File: src/verilog/cp0_defs.svh
`ifndef CP0_DEFS_SVH
`define CP0_DEFS_SVH

// --------------------
// Datapath width
`define CP0_XLEN            32                  // Data and address width

// --------------------
// Exception vector
`define CP0_VECTOR_BASE     32'h8000_0000       // kseg0, non-boot base
`define CP0_VECTOR_OFFSET   32'h0000_0180       // General exception offset
`define CP0_VECTOR_GENERAL  (`CP0_VECTOR_BASE + `CP0_VECTOR_OFFSET)

`define CP0_STATUS_RESET    32'h0000_0000       // Kernel mode, interrupts off
`define CP0_COUNT_RESET     32'h0000_0000       // Count and Compare start value

`endif

File: src/verilog/cp0_arch_pkg.sv
package cp0_arch_pkg;

    // --------------------
    // Register numbers (select 0 only)
    typedef enum logic [4:0] {
        REG_BADVADDR = 5'd8,
        REG_COUNT    = 5'd9,
        REG_COMPARE  = 5'd11,
        REG_STATUS   = 5'd12,
        REG_CAUSE    = 5'd13,
        REG_EPC      = 5'd14
    } reg_addr_e;

    // --------------------
    // Cause.ExcCode values
    typedef enum logic [4:0] {
        EXC_INT  = 5'd0,                    // Interrupt
        EXC_ADEL = 5'd4,                    // Address error, load or fetch
        EXC_ADES = 5'd5,                    // Address error, store
        EXC_IBE  = 5'd6,                    // Instruction bus error
        EXC_DBE  = 5'd7,                    // Data bus error
        EXC_SYS  = 5'd8,                    // Syscall
        EXC_BP   = 5'd9,                    // Breakpoint
        EXC_RI   = 5'd10,                   // Reserved instruction
        EXC_CPU  = 5'd11,                   // Coprocessor unusable
        EXC_OV   = 5'd12,                   // Arithmetic overflow
        EXC_TR   = 5'd13                    // Trap
    } exc_code_e;

    // Field positions in the Status and Cause words
    localparam int STATUS_IE     = 0;
    localparam int STATUS_EXL    = 1;
    localparam int STATUS_KSU_LO = 3;       // KSU is [4:3]
    localparam int STATUS_IM_LO  = 8;       // IM is [15:8]
    localparam int CAUSE_IP_LO   = 8;       // IP is [15:8]

    localparam logic [1:0] KSU_USER = 2'b10;

    // Status as seen by the exception logic
    typedef struct packed {
        logic       ie;                     // Global interrupt enable
        logic       exl;                    // Exception level
        logic       kernel;                 // Effective kernel mode
        logic [7:0] im;                     // Interrupt mask
        logic [7:0] ip;                     // Pending interrupts
    } status_view_t;

endpackage

File: src/verilog/cp0_pipe_pkg.sv
`include "cp0_defs.svh"

package cp0_pipe_pkg;

    // Stage index into stall/flush vectors
    localparam int STAGE_IF  = 0;
    localparam int STAGE_ID  = 1;
    localparam int STAGE_EX  = 2;
    localparam int STAGE_MEM = 3;

    typedef struct packed {
        logic [`CP0_XLEN-1:0] pc;           // Fetch address for IF
        logic                 is_bds;       // Instruction sits in a delay slot
        logic                 source;       // Stage may still fault
    } stage_info_t;

    // Raw fault flags from the pipeline
    typedef struct packed {
        logic addr_if;                      // IF
        logic ibus;                         // IF
        logic syscall;                      // ID
        logic breakpoint;                   // ID
        logic reserved;                     // ID
        logic overflow;                     // EX
        logic addr_load;                    // MEM
        logic addr_store;                   // MEM
        logic dbus;                         // MEM
        logic trap;                         // MEM
    } exc_req_t;

    typedef struct packed {
        logic       mfc0;
        logic       mtc0;
        logic       eret;
        logic [4:0] addr;                   // rd field
    } cp0_op_t;

    typedef struct packed {
        logic [3:0] stall;
        logic [3:0] flush;
    } pipe_ctrl_t;

    typedef struct packed {
        logic                    take;           // Accept this cycle
        cp0_arch_pkg::exc_code_e code;
        logic [`CP0_XLEN-1:0]    epc;
        logic                    bd;
        logic [`CP0_XLEN-1:0]    bad_addr;
        logic                    bad_addr_valid;
    } exc_commit_t;

    typedef struct packed {
        logic                 en;           // Already qualified
        logic [4:0]           addr;
        logic [`CP0_XLEN-1:0] data;
    } cp0_write_t;

endpackage

File: src/verilog/cp0_exception_unit.sv
`include "cp0_defs.svh"

module cp0_exception_unit (
    input  cp0_pipe_pkg::cp0_op_t      op,
    input  logic [`CP0_XLEN-1:0]       wdata,           // mtc0 source data
    input  logic                       id_stall,
    input  logic                       id_is_flushed,   // ID holds a forced NOP
    input  cp0_pipe_pkg::exc_req_t     exc,
    input  cp0_pipe_pkg::stage_info_t  if_info,
    input  cp0_pipe_pkg::stage_info_t  id_info,
    input  cp0_pipe_pkg::stage_info_t  ex_info,
    input  cp0_pipe_pkg::stage_info_t  mem_info,
    input  logic [`CP0_XLEN-1:0]       bad_addr_mem,
    input  cp0_arch_pkg::status_view_t status,
    input  logic [`CP0_XLEN-1:0]       epc,
    output cp0_pipe_pkg::pipe_ctrl_t   pipe_ctrl,
    output cp0_pipe_pkg::exc_commit_t  commit,
    output cp0_pipe_pkg::cp0_write_t   wr,
    output logic                       exception_ready,
    output logic                       exception_pc_select,
    output logic [`CP0_XLEN-1:0]       pc_exception
);

    logic exc_cpu;
    logic int_ok;
    logic eret_go;
    logic if_exc;
    logic id_exc;
    logic ex_exc;
    logic mem_exc;
    logic if_mask;
    logic id_mask;
    logic ex_mask;
    logic if_rdy;
    logic id_rdy;
    logic ex_rdy;
    logic mem_rdy;

    // --------------------
    // Per-stage faults
    assign exc_cpu = (op.mfc0 | op.mtc0 | op.eret) & ~status.kernel;    // CP0 op from user
    assign int_ok  = status.ie & (|(status.ip & status.im)) & ~status.exl & ~id_is_flushed;
    assign eret_go = op.eret & ~id_stall;

    assign if_exc  = exc.addr_if | exc.ibus;
    assign id_exc  = exc.syscall | exc.breakpoint | exc.reserved | exc_cpu | int_ok;
    assign ex_exc  = exc.overflow;
    assign mem_exc = exc.addr_load | exc.addr_store | exc.dbus | exc.trap;

    // Older stage could still fault
    assign ex_mask = mem_info.source;
    assign id_mask = mem_info.source | ex_info.source;
    assign if_mask = mem_info.source | ex_info.source | id_info.source | int_ok;   // Interrupt wins

    assign mem_rdy = mem_exc;                   // MEM never masked
    assign ex_rdy  = ex_exc & ~ex_mask;
    assign id_rdy  = id_exc & ~id_mask;
    assign if_rdy  = if_exc & ~if_mask;

    // --------------------
    // Stalls wait for a clean pipe, flushes follow an accepted exception
    assign pipe_ctrl.stall[cp0_pipe_pkg::STAGE_MEM] = 1'b0;
    assign pipe_ctrl.stall[cp0_pipe_pkg::STAGE_EX]  = ex_exc & ex_mask & ~mem_exc;
    assign pipe_ctrl.stall[cp0_pipe_pkg::STAGE_ID]  = (id_exc | op.eret | op.mtc0) & id_mask
                                                      & ~(mem_exc | ex_exc);
    assign pipe_ctrl.stall[cp0_pipe_pkg::STAGE_IF]  = if_exc & if_mask & ~eret_go
                                                      & ~(mem_exc | ex_exc | id_exc);

    assign pipe_ctrl.flush[cp0_pipe_pkg::STAGE_MEM] = mem_rdy;
    assign pipe_ctrl.flush[cp0_pipe_pkg::STAGE_EX]  = mem_rdy | ex_rdy;
    assign pipe_ctrl.flush[cp0_pipe_pkg::STAGE_ID]  = mem_rdy | ex_rdy | id_rdy;
    assign pipe_ctrl.flush[cp0_pipe_pkg::STAGE_IF]  = mem_rdy | ex_rdy | id_rdy | if_rdy
                                                      | eret_go;   // Slot after eret dropped

    assign exception_ready     = mem_rdy | ex_rdy | id_rdy | if_rdy;
    assign exception_pc_select = exception_ready | eret_go;
    assign pc_exception        = eret_go ? epc : `CP0_VECTOR_GENERAL;

    // --------------------
    // Oldest ready stage fills the commit
    always_comb begin
        commit      = '0;
        commit.take = exception_ready;
        commit.code = cp0_arch_pkg::EXC_INT;
        if (mem_rdy) begin
            commit.epc            = mem_info.pc;
            commit.bd             = mem_info.is_bds;
            commit.bad_addr       = bad_addr_mem;
            commit.bad_addr_valid = 1'b1;
            if (exc.addr_load) begin
                commit.code = cp0_arch_pkg::EXC_ADEL;
            end else if (exc.addr_store) begin
                commit.code = cp0_arch_pkg::EXC_ADES;
            end else if (exc.dbus) begin
                commit.code = cp0_arch_pkg::EXC_DBE;
            end else begin
                commit.code = cp0_arch_pkg::EXC_TR;
            end
        end else if (ex_rdy) begin
            commit.epc  = ex_info.pc;
            commit.bd   = ex_info.is_bds;
            commit.code = cp0_arch_pkg::EXC_OV;
        end else if (id_rdy) begin
            commit.epc = id_info.pc;
            commit.bd  = id_info.is_bds;
            if (exc.syscall) begin
                commit.code = cp0_arch_pkg::EXC_SYS;
            end else if (exc.breakpoint) begin
                commit.code = cp0_arch_pkg::EXC_BP;
            end else if (exc.reserved) begin
                commit.code = cp0_arch_pkg::EXC_RI;
            end else if (exc_cpu) begin
                commit.code = cp0_arch_pkg::EXC_CPU;
            end                                             // Else interrupt, code 0
        end else if (if_rdy) begin
            commit.epc            = if_info.pc;             // Faulting fetch address
            commit.bd             = if_info.is_bds;
            commit.bad_addr       = if_info.pc;
            commit.bad_addr_valid = 1'b1;
            commit.code = exc.addr_if ? cp0_arch_pkg::EXC_ADEL : cp0_arch_pkg::EXC_IBE;
        end
    end

    // mtc0 only from kernel, not stalled, no fault anywhere
    assign wr.en   = op.mtc0 & status.kernel & ~id_stall
                     & ~(mem_exc | ex_exc | id_exc | if_exc);
    assign wr.addr = op.addr;
    assign wr.data = wdata;

endmodule

File: src/verilog/cp0_registers.sv
`include "cp0_defs.svh"

module cp0_registers (
    input  logic                       clk,
    input  logic                       rst,
    input  cp0_pipe_pkg::cp0_op_t      op,
    input  logic                       id_stall,
    input  cp0_pipe_pkg::exc_commit_t  commit,
    input  cp0_pipe_pkg::cp0_write_t   wr,
    input  logic [4:0]                 interrupts,      // External lines
    input  logic [`CP0_XLEN-1:0]       count,
    input  logic [`CP0_XLEN-1:0]       compare,
    input  logic                       timer_pending,
    output cp0_arch_pkg::status_view_t status,
    output logic [`CP0_XLEN-1:0]       epc,
    output logic                       kernel_mode,
    output logic [`CP0_XLEN-1:0]       rdata
);

    localparam logic [`CP0_XLEN-1:0] STATUS_INIT = `CP0_STATUS_RESET;

    logic [1:0]              ksu;
    logic                    exl;
    logic                    ie;
    logic [7:0]              im;
    logic                    bd;
    logic [1:0]              ip_sw;             // Software interrupts
    logic [4:0]              ip_hw;             // Sampled external lines
    cp0_arch_pkg::exc_code_e exc_code;
    logic [`CP0_XLEN-1:0]    bad_vaddr;
    logic [7:0]              ip;
    logic [`CP0_XLEN-1:0]    status_word;
    logic [`CP0_XLEN-1:0]    cause_word;
    logic                    status_wr;
    logic                    cause_wr;

    assign status_wr = wr.en & (wr.addr == cp0_arch_pkg::REG_STATUS);
    assign cause_wr  = wr.en & (wr.addr == cp0_arch_pkg::REG_CAUSE);

    // --------------------
    // Status and Cause control fields
    always_ff @(posedge clk) begin
        if (rst) begin
            ksu      <= STATUS_INIT[cp0_arch_pkg::STATUS_KSU_LO +: 2];
            exl      <= STATUS_INIT[cp0_arch_pkg::STATUS_EXL];
            ie       <= STATUS_INIT[cp0_arch_pkg::STATUS_IE];
            im       <= STATUS_INIT[cp0_arch_pkg::STATUS_IM_LO +: 8];
            bd       <= 1'b0;
            ip_sw    <= 2'b00;
            ip_hw    <= 5'b0;
            exc_code <= cp0_arch_pkg::EXC_INT;
        end else begin
            ip_hw <= interrupts;                    // IP[6:2] lag one cycle
            if (commit.take) begin
                exl      <= 1'b1;
                exc_code <= commit.code;
                if (!exl) begin
                    bd <= commit.bd;                // Nested fault keeps first BD
                end
            end else begin
                if (status_wr) begin
                    ksu <= wr.data[cp0_arch_pkg::STATUS_KSU_LO +: 2];
                    exl <= wr.data[cp0_arch_pkg::STATUS_EXL];
                    ie  <= wr.data[cp0_arch_pkg::STATUS_IE];
                    im  <= wr.data[cp0_arch_pkg::STATUS_IM_LO +: 8];
                end else if (op.eret && !id_stall) begin
                    exl <= 1'b0;                    // Return from handler
                end
                if (cause_wr) begin
                    ip_sw <= wr.data[cp0_arch_pkg::CAUSE_IP_LO +: 2];
                end
            end
        end
    end

    // EPC and BadVAddr
    always_ff @(posedge clk) begin
        if (commit.take) begin
            if (!exl) begin
                epc <= commit.epc;
            end
            if (commit.bad_addr_valid) begin
                bad_vaddr <= commit.bad_addr;
            end
        end else if (wr.en && wr.addr == cp0_arch_pkg::REG_EPC) begin
            epc <= wr.data;
        end
    end

    // --------------------
    // Architectural views
    assign ip          = {timer_pending, ip_hw, ip_sw};     // IP7 is the timer
    assign kernel_mode = (ksu != cp0_arch_pkg::KSU_USER) | exl;

    assign status_word = {16'b0, im, 3'b0, ksu, 1'b0, exl, ie};
    assign cause_word  = {bd, 15'b0, ip, 1'b0, exc_code, 2'b00};

    assign status.ie     = ie;
    assign status.exl    = exl;
    assign status.kernel = kernel_mode;
    assign status.im     = im;
    assign status.ip     = ip;

    // mfc0 read mux, zero outside kernel
    always_comb begin
        rdata = '0;
        if (op.mfc0 && kernel_mode) begin
            case (op.addr)
                cp0_arch_pkg::REG_BADVADDR: rdata = bad_vaddr;
                cp0_arch_pkg::REG_COUNT:    rdata = count;
                cp0_arch_pkg::REG_COMPARE:  rdata = compare;
                cp0_arch_pkg::REG_STATUS:   rdata = status_word;
                cp0_arch_pkg::REG_CAUSE:    rdata = cause_word;
                cp0_arch_pkg::REG_EPC:      rdata = epc;
                default:                    rdata = '0;
            endcase
        end
    end

endmodule

File: src/verilog/cp0_timer.sv
`include "cp0_defs.svh"

module cp0_timer (
    input  logic                     clk,
    input  logic                     rst,
    input  cp0_pipe_pkg::cp0_write_t wr,
    input  logic                     im7,              // Timer interrupt mask
    output logic [`CP0_XLEN-1:0]     count,
    output logic [`CP0_XLEN-1:0]     compare,
    output logic                     timer_pending     // Drives Cause.IP[7]
);

    logic count_wr;
    logic compare_wr;

    assign count_wr   = wr.en & (wr.addr == cp0_arch_pkg::REG_COUNT);
    assign compare_wr = wr.en & (wr.addr == cp0_arch_pkg::REG_COMPARE);

    always_ff @(posedge clk) begin
        if (rst) begin
            count         <= `CP0_COUNT_RESET;
            compare       <= `CP0_COUNT_RESET;
            timer_pending <= 1'b0;
        end else begin
            count <= count_wr ? wr.data : count + 1'b1;     // Free running
            if (compare_wr) begin
                compare       <= wr.data;
                timer_pending <= 1'b0;                      // Ack by Compare write
            end else if (count == compare && im7) begin
                timer_pending <= 1'b1;                      // Sticky
            end
        end
    end

endmodule

File: src/verilog/cp0_top.sv
`include "cp0_defs.svh"

module cp0_top (
    input  logic                      clk,
    input  logic                      rst,
    input  cp0_pipe_pkg::cp0_op_t     op,
    input  logic [`CP0_XLEN-1:0]      wdata,
    input  logic                      id_stall,
    input  logic                      id_is_flushed,
    input  logic [4:0]                interrupts,
    input  cp0_pipe_pkg::exc_req_t    exc,
    input  cp0_pipe_pkg::stage_info_t if_info,
    input  cp0_pipe_pkg::stage_info_t id_info,
    input  cp0_pipe_pkg::stage_info_t ex_info,
    input  cp0_pipe_pkg::stage_info_t mem_info,
    input  logic [`CP0_XLEN-1:0]      bad_addr_mem,
    output logic [`CP0_XLEN-1:0]      rdata,
    output logic                      kernel_mode,
    output cp0_pipe_pkg::pipe_ctrl_t  pipe_ctrl,
    output logic                      exception_ready,
    output logic                      exception_pc_select,
    output logic [`CP0_XLEN-1:0]      pc_exception
);

    cp0_pipe_pkg::exc_commit_t  commit;         // Exception unit to registers
    cp0_pipe_pkg::cp0_write_t   wr;             // Qualified mtc0
    cp0_arch_pkg::status_view_t status;
    logic [`CP0_XLEN-1:0]       epc;            // eret target
    logic [`CP0_XLEN-1:0]       count;
    logic [`CP0_XLEN-1:0]       compare;
    logic                       timer_pending;

    cp0_exception_unit exception_i (
        .op(op), .wdata(wdata), .id_stall(id_stall), .id_is_flushed(id_is_flushed),
        .exc(exc), .if_info(if_info), .id_info(id_info), .ex_info(ex_info),
        .mem_info(mem_info), .bad_addr_mem(bad_addr_mem), .status(status), .epc(epc),
        .pipe_ctrl(pipe_ctrl), .commit(commit), .wr(wr),
        .exception_ready(exception_ready), .exception_pc_select(exception_pc_select),
        .pc_exception(pc_exception)
    );

    cp0_registers registers_i (
        .clk(clk), .rst(rst), .op(op), .id_stall(id_stall), .commit(commit), .wr(wr),
        .interrupts(interrupts), .count(count), .compare(compare),
        .timer_pending(timer_pending), .status(status), .epc(epc),
        .kernel_mode(kernel_mode), .rdata(rdata)
    );

    cp0_timer timer_i (
        .clk(clk), .rst(rst), .wr(wr), .im7(status.im[7]),    // IM7 gates the timer
        .count(count), .compare(compare), .timer_pending(timer_pending)
    );

endmodule

File: config.mk
export PLATFORM = sky130hd
export DESIGN_NAME = cp0_top
export DESIGN_NICKNAME = d
export VERILOG_FILES = /design/src/verilog/cp0_arch_pkg.sv /design/src/verilog/cp0_pipe_pkg.sv /design/src/verilog/cp0_exception_unit.sv /design/src/verilog/cp0_registers.sv /design/src/verilog/cp0_timer.sv /design/src/verilog/cp0_top.sv
export VERILOG_INCLUDE_DIRS = /design/src /design/src/verilog
export SDC_FILE = /design/constraint.sdc
export NUM_CORES = 1
export LEC_CHECK = 0
export CORE_MARGIN = 2
export CORE_UTILIZATION = 35
export DETAILED_ROUTE_END_ITERATION = 8
export DONT_BUFFER_PORTS = 1
export SLEW_MARGIN = 30
export SYNTH_ARGS = -nofsm -noshare
export SYNTH_HDL_FRONTEND = slang
export SYNTH_SLANG_ARGS = --single-unit
File: constraint.sdc
create_clock -name clk -period 7.5 [get_ports clk]
set_input_delay 0 -clock clk [delete_from_list [all_inputs] [get_ports clk]]
set_output_delay 0 -clock clk [all_outputs]
set_load 0.01 [all_outputs]
Word-level counts from Yosys, hierarchy flattened
Index checks and enable logic that the tools add are counted.
{ "op_classes": {"addsub": 1, "eq_ne": 9, "muxes": 24, "n_bitwise": 59, "n_reduce_logical": 14} }
{ "ops": {"columns": ["op", "count"], "rows": [
  ["32-bit 2-to-1 mux", 6],
  ["32-bit one-hot mux with 6 select lines", 1],
  ["71-bit 2-to-1 mux", 2],
  ["38-bit 2-to-1 mux", 2],
  ["33-bit 2-to-1 mux", 2],
  ["32-bit by 1-bit adder with 32-bit output (second input constant)", 1],
  ["32-bit equality test", 1],
  ["5-bit by 4-bit equality test with 1-bit output (second input constant)", 6],
  ["5-bit 2-to-1 mux", 5],
  ["1-bit OR", 23],
  ["1-bit AND", 22],
  ["1-bit inverter", 13],
  ["2-bit AND reduction", 5],
  ["8-bit AND", 1],
  ["4-bit 2-to-1 mux", 2],
  ["8-bit OR reduction", 1],
  ["1-bit logical AND", 4],
  ["2-bit != test (second input constant)", 2],
  ["1-bit 2-to-1 mux", 3],
  ["3-bit nonzero test", 1],
  ["2-bit 2-to-1 mux", 1],
  ["2-bit nonzero test", 1],
  ["2-bit OR reduction", 1],
  ["1-bit logical NOT", 1]
]} }
{ "totals": {"reg_bits": 154, "out_inout_bits": 75, "elab_cells": 120} }

Longest topological paths before layout
{ "logic_depth": {"ltp_word": 14, "mapped_depth": 8, "mapped_depth_nobuf": 7} }

Hierarchy
A second synthesis with hierarchy kept.
{ "unflattened": {"hier_cells": 1131, "area_unflattened_um2": 10008.3} }
{ "by_module_without_submodules": {"columns": ["module", "n_inst", "cells_per_inst", "area_each_um2"], "rows": [
  ["cp0_registers", 1, 378, 4574.4],
  ["cp0_timer", 1, 389, 3175.5],
  ["cp0_exception_unit", 1, 364, 2258.4]
]} }

Worst setup path after synthesis
Ideal clock, no wire load.
{ "synth_timing": {"kind": "reg-to-reg", "start": "register registers_i.ksu[1]", "end": "register registers_i.bad_vaddr[0], enable pin", "setup_ns": 0.466, "arrival_ns": 3.741, "required_time_ns": 7.034, "slack_ns": 3.294, "path_stages_with_launch": 8, "n_path_buf": 2, "period_less_slack_ns": 4.206, "path_cell_list": "dfxtp_1 -> nor3b_1 -> a2111oi_4 -> and2_1 -> buf_4 -> buf_6 -> nand2_1 -> o21ai_0"} }
{ "synth_via": {"elab_chain_cells": 11} }
{ "synth_rtl": {"columns": ["item", "line", "source"], "rows": [
  ["start, declared", "cp0_registers.sv:22", "logic [1:0] ksu;"],
  ["start signal, assigned", "cp0_registers.sv:44", "ksu <= STATUS_INIT[cp0_arch_pkg::STATUS_KSU_LO +: 2];"],
  ["start signal, assigned", "cp0_registers.sv:62", "ksu <= wr.data[cp0_arch_pkg::STATUS_KSU_LO +: 2];"],
  ["2-bit != test (*)", "cp0_registers.sv:93", "assign kernel_mode = (ksu != cp0_arch_pkg::KSU_USER) | exl;"],
  ["1-bit OR (*)", "cp0_registers.sv:93", null],
  ["1-bit inverter (*)", "cp0_exception_unit.sv:41", "assign exc_cpu = (op.mfc0 | op.mtc0 | op.eret) & ~status.kernel;"],
  ["1-bit AND (*)", "cp0_exception_unit.sv:41", null],
  ["1-bit OR (*) (2 in a row)", "cp0_exception_unit.sv:46", "assign id_exc = exc.syscall | exc.breakpoint | exc.reserved | exc_cpu | int_ok;"],
  ["1-bit AND (*)", "cp0_exception_unit.sv:57", "assign id_rdy = id_exc & ~id_mask;"],
  ["33-bit 2-to-1 mux", "cp0_exception_unit.sv:103", "end else if (id_rdy) begin"],
  ["33-bit 2-to-1 mux", "cp0_exception_unit.sv:99", "end else if (ex_rdy) begin"],
  ["71-bit 2-to-1 mux", "cp0_exception_unit.sv:85", "if (mem_rdy) begin"],
  ["2-bit AND reduction (no source line) (*)", null, null],
  ["end signal, assigned", "cp0_registers.sv:83", "bad_vaddr <= commit.bad_addr;"],
  ["end, declared", "cp0_registers.sv:30", "logic [`CP0_XLEN-1:0] bad_vaddr;"]
]} }
Mark *: on every way between the ends. The rest lies on a longest branch, timed or not.
A chain may end at the register's enable or synchronous reset.

Final worst setup path
{ "layout_timing": {"start": "register registers_i.exl", "end": "register registers_i.epc[26] (data pin)"} }
{ "layout_via": {"elab_chain_cells": 12} }
{ "layout_rtl": {"columns": ["item", "line", "source"], "rows": [
  ["start, declared", "cp0_registers.sv:23", "logic exl;"],
  ["start signal, assigned", "cp0_registers.sv:45", "exl <= STATUS_INIT[cp0_arch_pkg::STATUS_EXL];"],
  ["start signal, assigned", "cp0_registers.sv:63", "exl <= wr.data[cp0_arch_pkg::STATUS_EXL];"],
  ["1-bit inverter", "cp0_exception_unit.sv:42", "assign int_ok = status.ie & (|(status.ip & status.im)) & ~status.exl & ~id_is_flushed;"],
  ["1-bit AND (2 in a row)", "cp0_exception_unit.sv:42", null],
  ["1-bit OR", "cp0_exception_unit.sv:53", "assign if_mask = mem_info.source | ex_info.source | id_info.source | int_ok;"],
  ["1-bit inverter", "cp0_exception_unit.sv:58", "assign if_rdy = if_exc & ~if_mask;"],
  ["1-bit AND", "cp0_exception_unit.sv:58", null],
  ["71-bit 2-to-1 mux", "cp0_exception_unit.sv:115", "end else if (if_rdy) begin"],
  ["38-bit 2-to-1 mux", "cp0_exception_unit.sv:103", null],
  ["38-bit 2-to-1 mux", "cp0_exception_unit.sv:99", null],
  ["71-bit 2-to-1 mux", "cp0_exception_unit.sv:85", null],
  ["32-bit 2-to-1 mux", "cp0_registers.sv:79", "if (!exl) begin"],
  ["32-bit 2-to-1 mux (*)", "cp0_registers.sv:78", "if (commit.take) begin"],
  ["end signal, assigned", "cp0_registers.sv:80", "epc <= commit.epc;"],
  ["end signal, assigned", "cp0_registers.sv:86", "epc <= wr.data;"],
  ["end, declared", "cp0_registers.sv:15", "output logic [`CP0_XLEN-1:0] epc,"]
]} }
Mark *: on every way between the ends. The rest lies on a longest branch, timed or not. The select of a mux whose other input is x is not followed.

==> metrics.txt <==
post-synth top area share a little over a fifth; commonest register cell after synthesis dfxtp_1; first-pass detailed-route iteration total 8; final setup skew around 0.0084 ns; clock sinks 153; max cap viols 0; Min-Delay Endpoint registers_i.exl$_SDFFE_PP0P_; CP Data Arrival Time between 3 and 4 ns; CTS tree done; hold_sp op[5]; antenna viol nets, final 0; WP data required ~7.8 ns; DIE AREA 0.0272 sq mm; kind of critical path reg -> reg; hold path cells 4; P_leak 4.07 nW; Syn Area/Cell 8.99 sq um; power per cell area approximately 170 mW/mm^2; Seq cells post-synth 153; drt wl/cell 26.3 microns; Die Ht around 160 microns; crit-path most repeated cell buf_4; critical path capture point type register; postcts setup bufs 0; total CTS buffers 17; Slew Limit Fails 0; FFs w/ async S/R, synth 0%; first-pass GRT wire length 55300 microns; CP max stage cell a31oi_2; Reg clk slew, reported paths 0.06 ns; r2r startpoint registers_i.exl$_SDFFE_PP0P_; CP cell instances or3b_2 -> a41o_1 -> buf_4 -> a31oi_2 -> buf_4 -> o21ai_0 -> o21ai_1 -> dlygate4sd3_1; Syn Inst Count 1009; Commonest cells post-synth a22oi_1 (106), nor2_1 (103), dfxtp_1 (89); Routed WL 38700 microns; die width 165 microns; CP Launch Type register; Initial Utilization between 30% and 40%; post-route setup TNS 0 ns; Distinct cells, synth 54; post-layout util 45.9%; CORE AREA roughly 0.025 sq mm; io pins 302; Via-to-Cell Ratio 6.31; Final #Nets 1352; crit-path max FO 43; Seq/Total Area, Yosys 40.8%; Final Hold Fails 0; input/output buffers 0; flop-to-flop setup slack 3.89 ns; R2R depth 8; Slew @ Worst Pin 0.971 ns; CTS root buf clkbuf_16; top-count cell post-synth a22oi_1; initial antenna violation count 2; share of cells above drive strength 1 6.07%; DRC Markers 0; clk buf depth 2; # hold bufs at CTS 180; Hold WC Path Type in -> reg; Synth warnings 0; # rows 58; Post-DP HPWL approximately 27000 microns; pin count of the biggest net entering global routing 91; mapped cell area 0.00907 sq mm; global route total overflow 0; CTS resizes 0; RSZ-0062 raised after global routing no; reg2reg end registers_i.epc[26]$_DFFE_PP_; final critical-path required period 3.61 ns; Max IR drop VDD 0.121 mV; CTS H-tree depth 4; Final Cycle Share 48.1%; Post-synth EDFFs 64; GP Congestion between 0.9 and 1; largest cells by area after synthesis edfxtp_1 (21%), dfxtp_1 (20%), a22oi_1 (8.8%), nor2_1 (4.3%), mux2i_1 (4.0%); Fmax 277 MHz; 1st-iter DRT viols 1158; final setup fails 0; area leader, netlist edfxtp_1; status finished clean; Synth Net Count 1237; gr usage total 27.5%; Clock Latency Late Sink 0.43 ns; delay of the slowest critical-path stage 0.84 ns; Slew HR 34.7%; overall via count from detail_route 9276; Layout area overhead 28.0%; number of global-route vias before repair 8710
## critical path, delay by kind of cell, from the launching register on
kind                   cells  cell delay, ns
AO/OA/AOI/OAI              4            1.39
buffers and inverters      3            1.21
AND/OR/NAND/NOR            1            0.48
flip-flops                 1            0.37
## worst max path at each step
stage                                              end                       startpoint  cells past startpoint
floorplan           registers_i.bad_vaddr[0]$_DFFE_PP_  registers_i.ksu[1]$_SDFFE_PP0P_                      7
global placement         registers_i.epc[23]$_DFFE_PP_                           exc[3]                      7
detailed placement       registers_i.epc[23]$_DFFE_PP_                           exc[3]                      7
CTS                      registers_i.epc[29]$_DFFE_PP_                           exc[3]                      8
global route             registers_i.epc[26]$_DFFE_PP_     registers_i.exl$_SDFFE_PP0P_                      8
finish                   registers_i.epc[26]$_DFFE_PP_     registers_i.exl$_SDFFE_PP0P_                      8
## through the flow
step,cells,area (sq um),hold WS (ns),total power [mW],worst slack (ns)
after detailed placement,1255,9210,0.0434,1.08,4.05
final,1469,11600,0.0380,2.02,3.89
after floorplan,1009,9070,0.0388,1.04,3.29
after global placement,1255,9200,0.0441,1.08,4.10
after global routing,1469,11600,0.0436,2.07,3.72
after CTS,1467,11600,0.0261,2.01,3.86
## kinds of logic (layout without fill, tap and decap cells)
| group | after synthesis | in the layout | synth area share (%) |
|---|---|---|---|
| other cells | 1 | 3 | 0.0413 |
| simple gates | 288 | 288 | 16.3 |
| compound gates | 358 | 358 | 27.5 |
| buf+inv | 109 | 237 | 5.09 |
| xor+xnor | 63 | 63 | 6.08 |
| fa+ha+maj | 1 | 1 | 0.138 |
| mux | 36 | 36 | 3.97 |
| flops | 153 | 153 | 40.8 |
## flip-flops by register name, summed over array words and instances (netlist names)
signal and cells:
registers_i.ip_hw 5, timer_i.count 32, registers_i.bd 1, timer_i.timer_pending 1, registers_i.ie 1, registers_i.exl 1
registers_i.bad_vaddr 32, registers_i.exc_code 4, registers_i.ip_sw 2, registers_i.im 8, registers_i.ksu 2, registers_i.epc 32
timer_i.compare 32
## power by group
| part | switching [mW] | internal [mW] | leakage [nW] |
|---|---|---|---|
| sequential | 0.0255 | 0.905 | 1.37 |
| clock | 0.350 | 0.489 | 0.262 |
| combinational | 0.131 | 0.117 | 2.44 |
| total | 0.506 | 1.51 | 4.07 |
## per-layer routing
layer	share of wire (%)	up-vias	GRT usage, %
li1	-	4053	-
met1	41	4521	37.7
met2	46	603	42.3
met3	9.4	99	5.47
met4	3.7	0	10.8
met5	0	-	0
## cells in the final DEF, fill, tap and decap left out, types with 7 or more instances in the layout
master	netlist	layout
a22o_1	32	32
mux2i_1	36	36
inv_1	7	7
a22oi_1	106	106
a31oi_1	16	15
nor3_1	19	18
nand2b_1	7	7
o21ai_1	8	8
nand2_1	44	44
buf_4	8	17
a211oi_1	32	32
o21ai_0	61	60
a21oi_1	55	55
nand4_1	16	16
and4_1	7	7
dfxtp_1	89	89
xnor2_1	39	39
dlygate4sd3_1	0	179
edfxtp_1	64	64
xor2_1	24	24
and2_1	38	39
clkbuf_16	0	17
nor2_1	103	102
nand3_1	15	15
a311oi_1	30	30
## layout make-up
| type | count | area, sq um |
|---|---|---|
| well taps | 330 | 413 |
| clock inverters | 12 | 129 |
| flip-flops and latches | 153 | 3700 |
| inverters | 8 | 30.0 |
| clock buffers | 20 | 437 |
| fillers | 2362 | 13700 |
| diodes | 2 | 5.00 |
| repair buffers | 197 | 1950 |
| multi-input cells | 747 | 4950 |
Note: power is estimated with default switching activity, not from simulation.
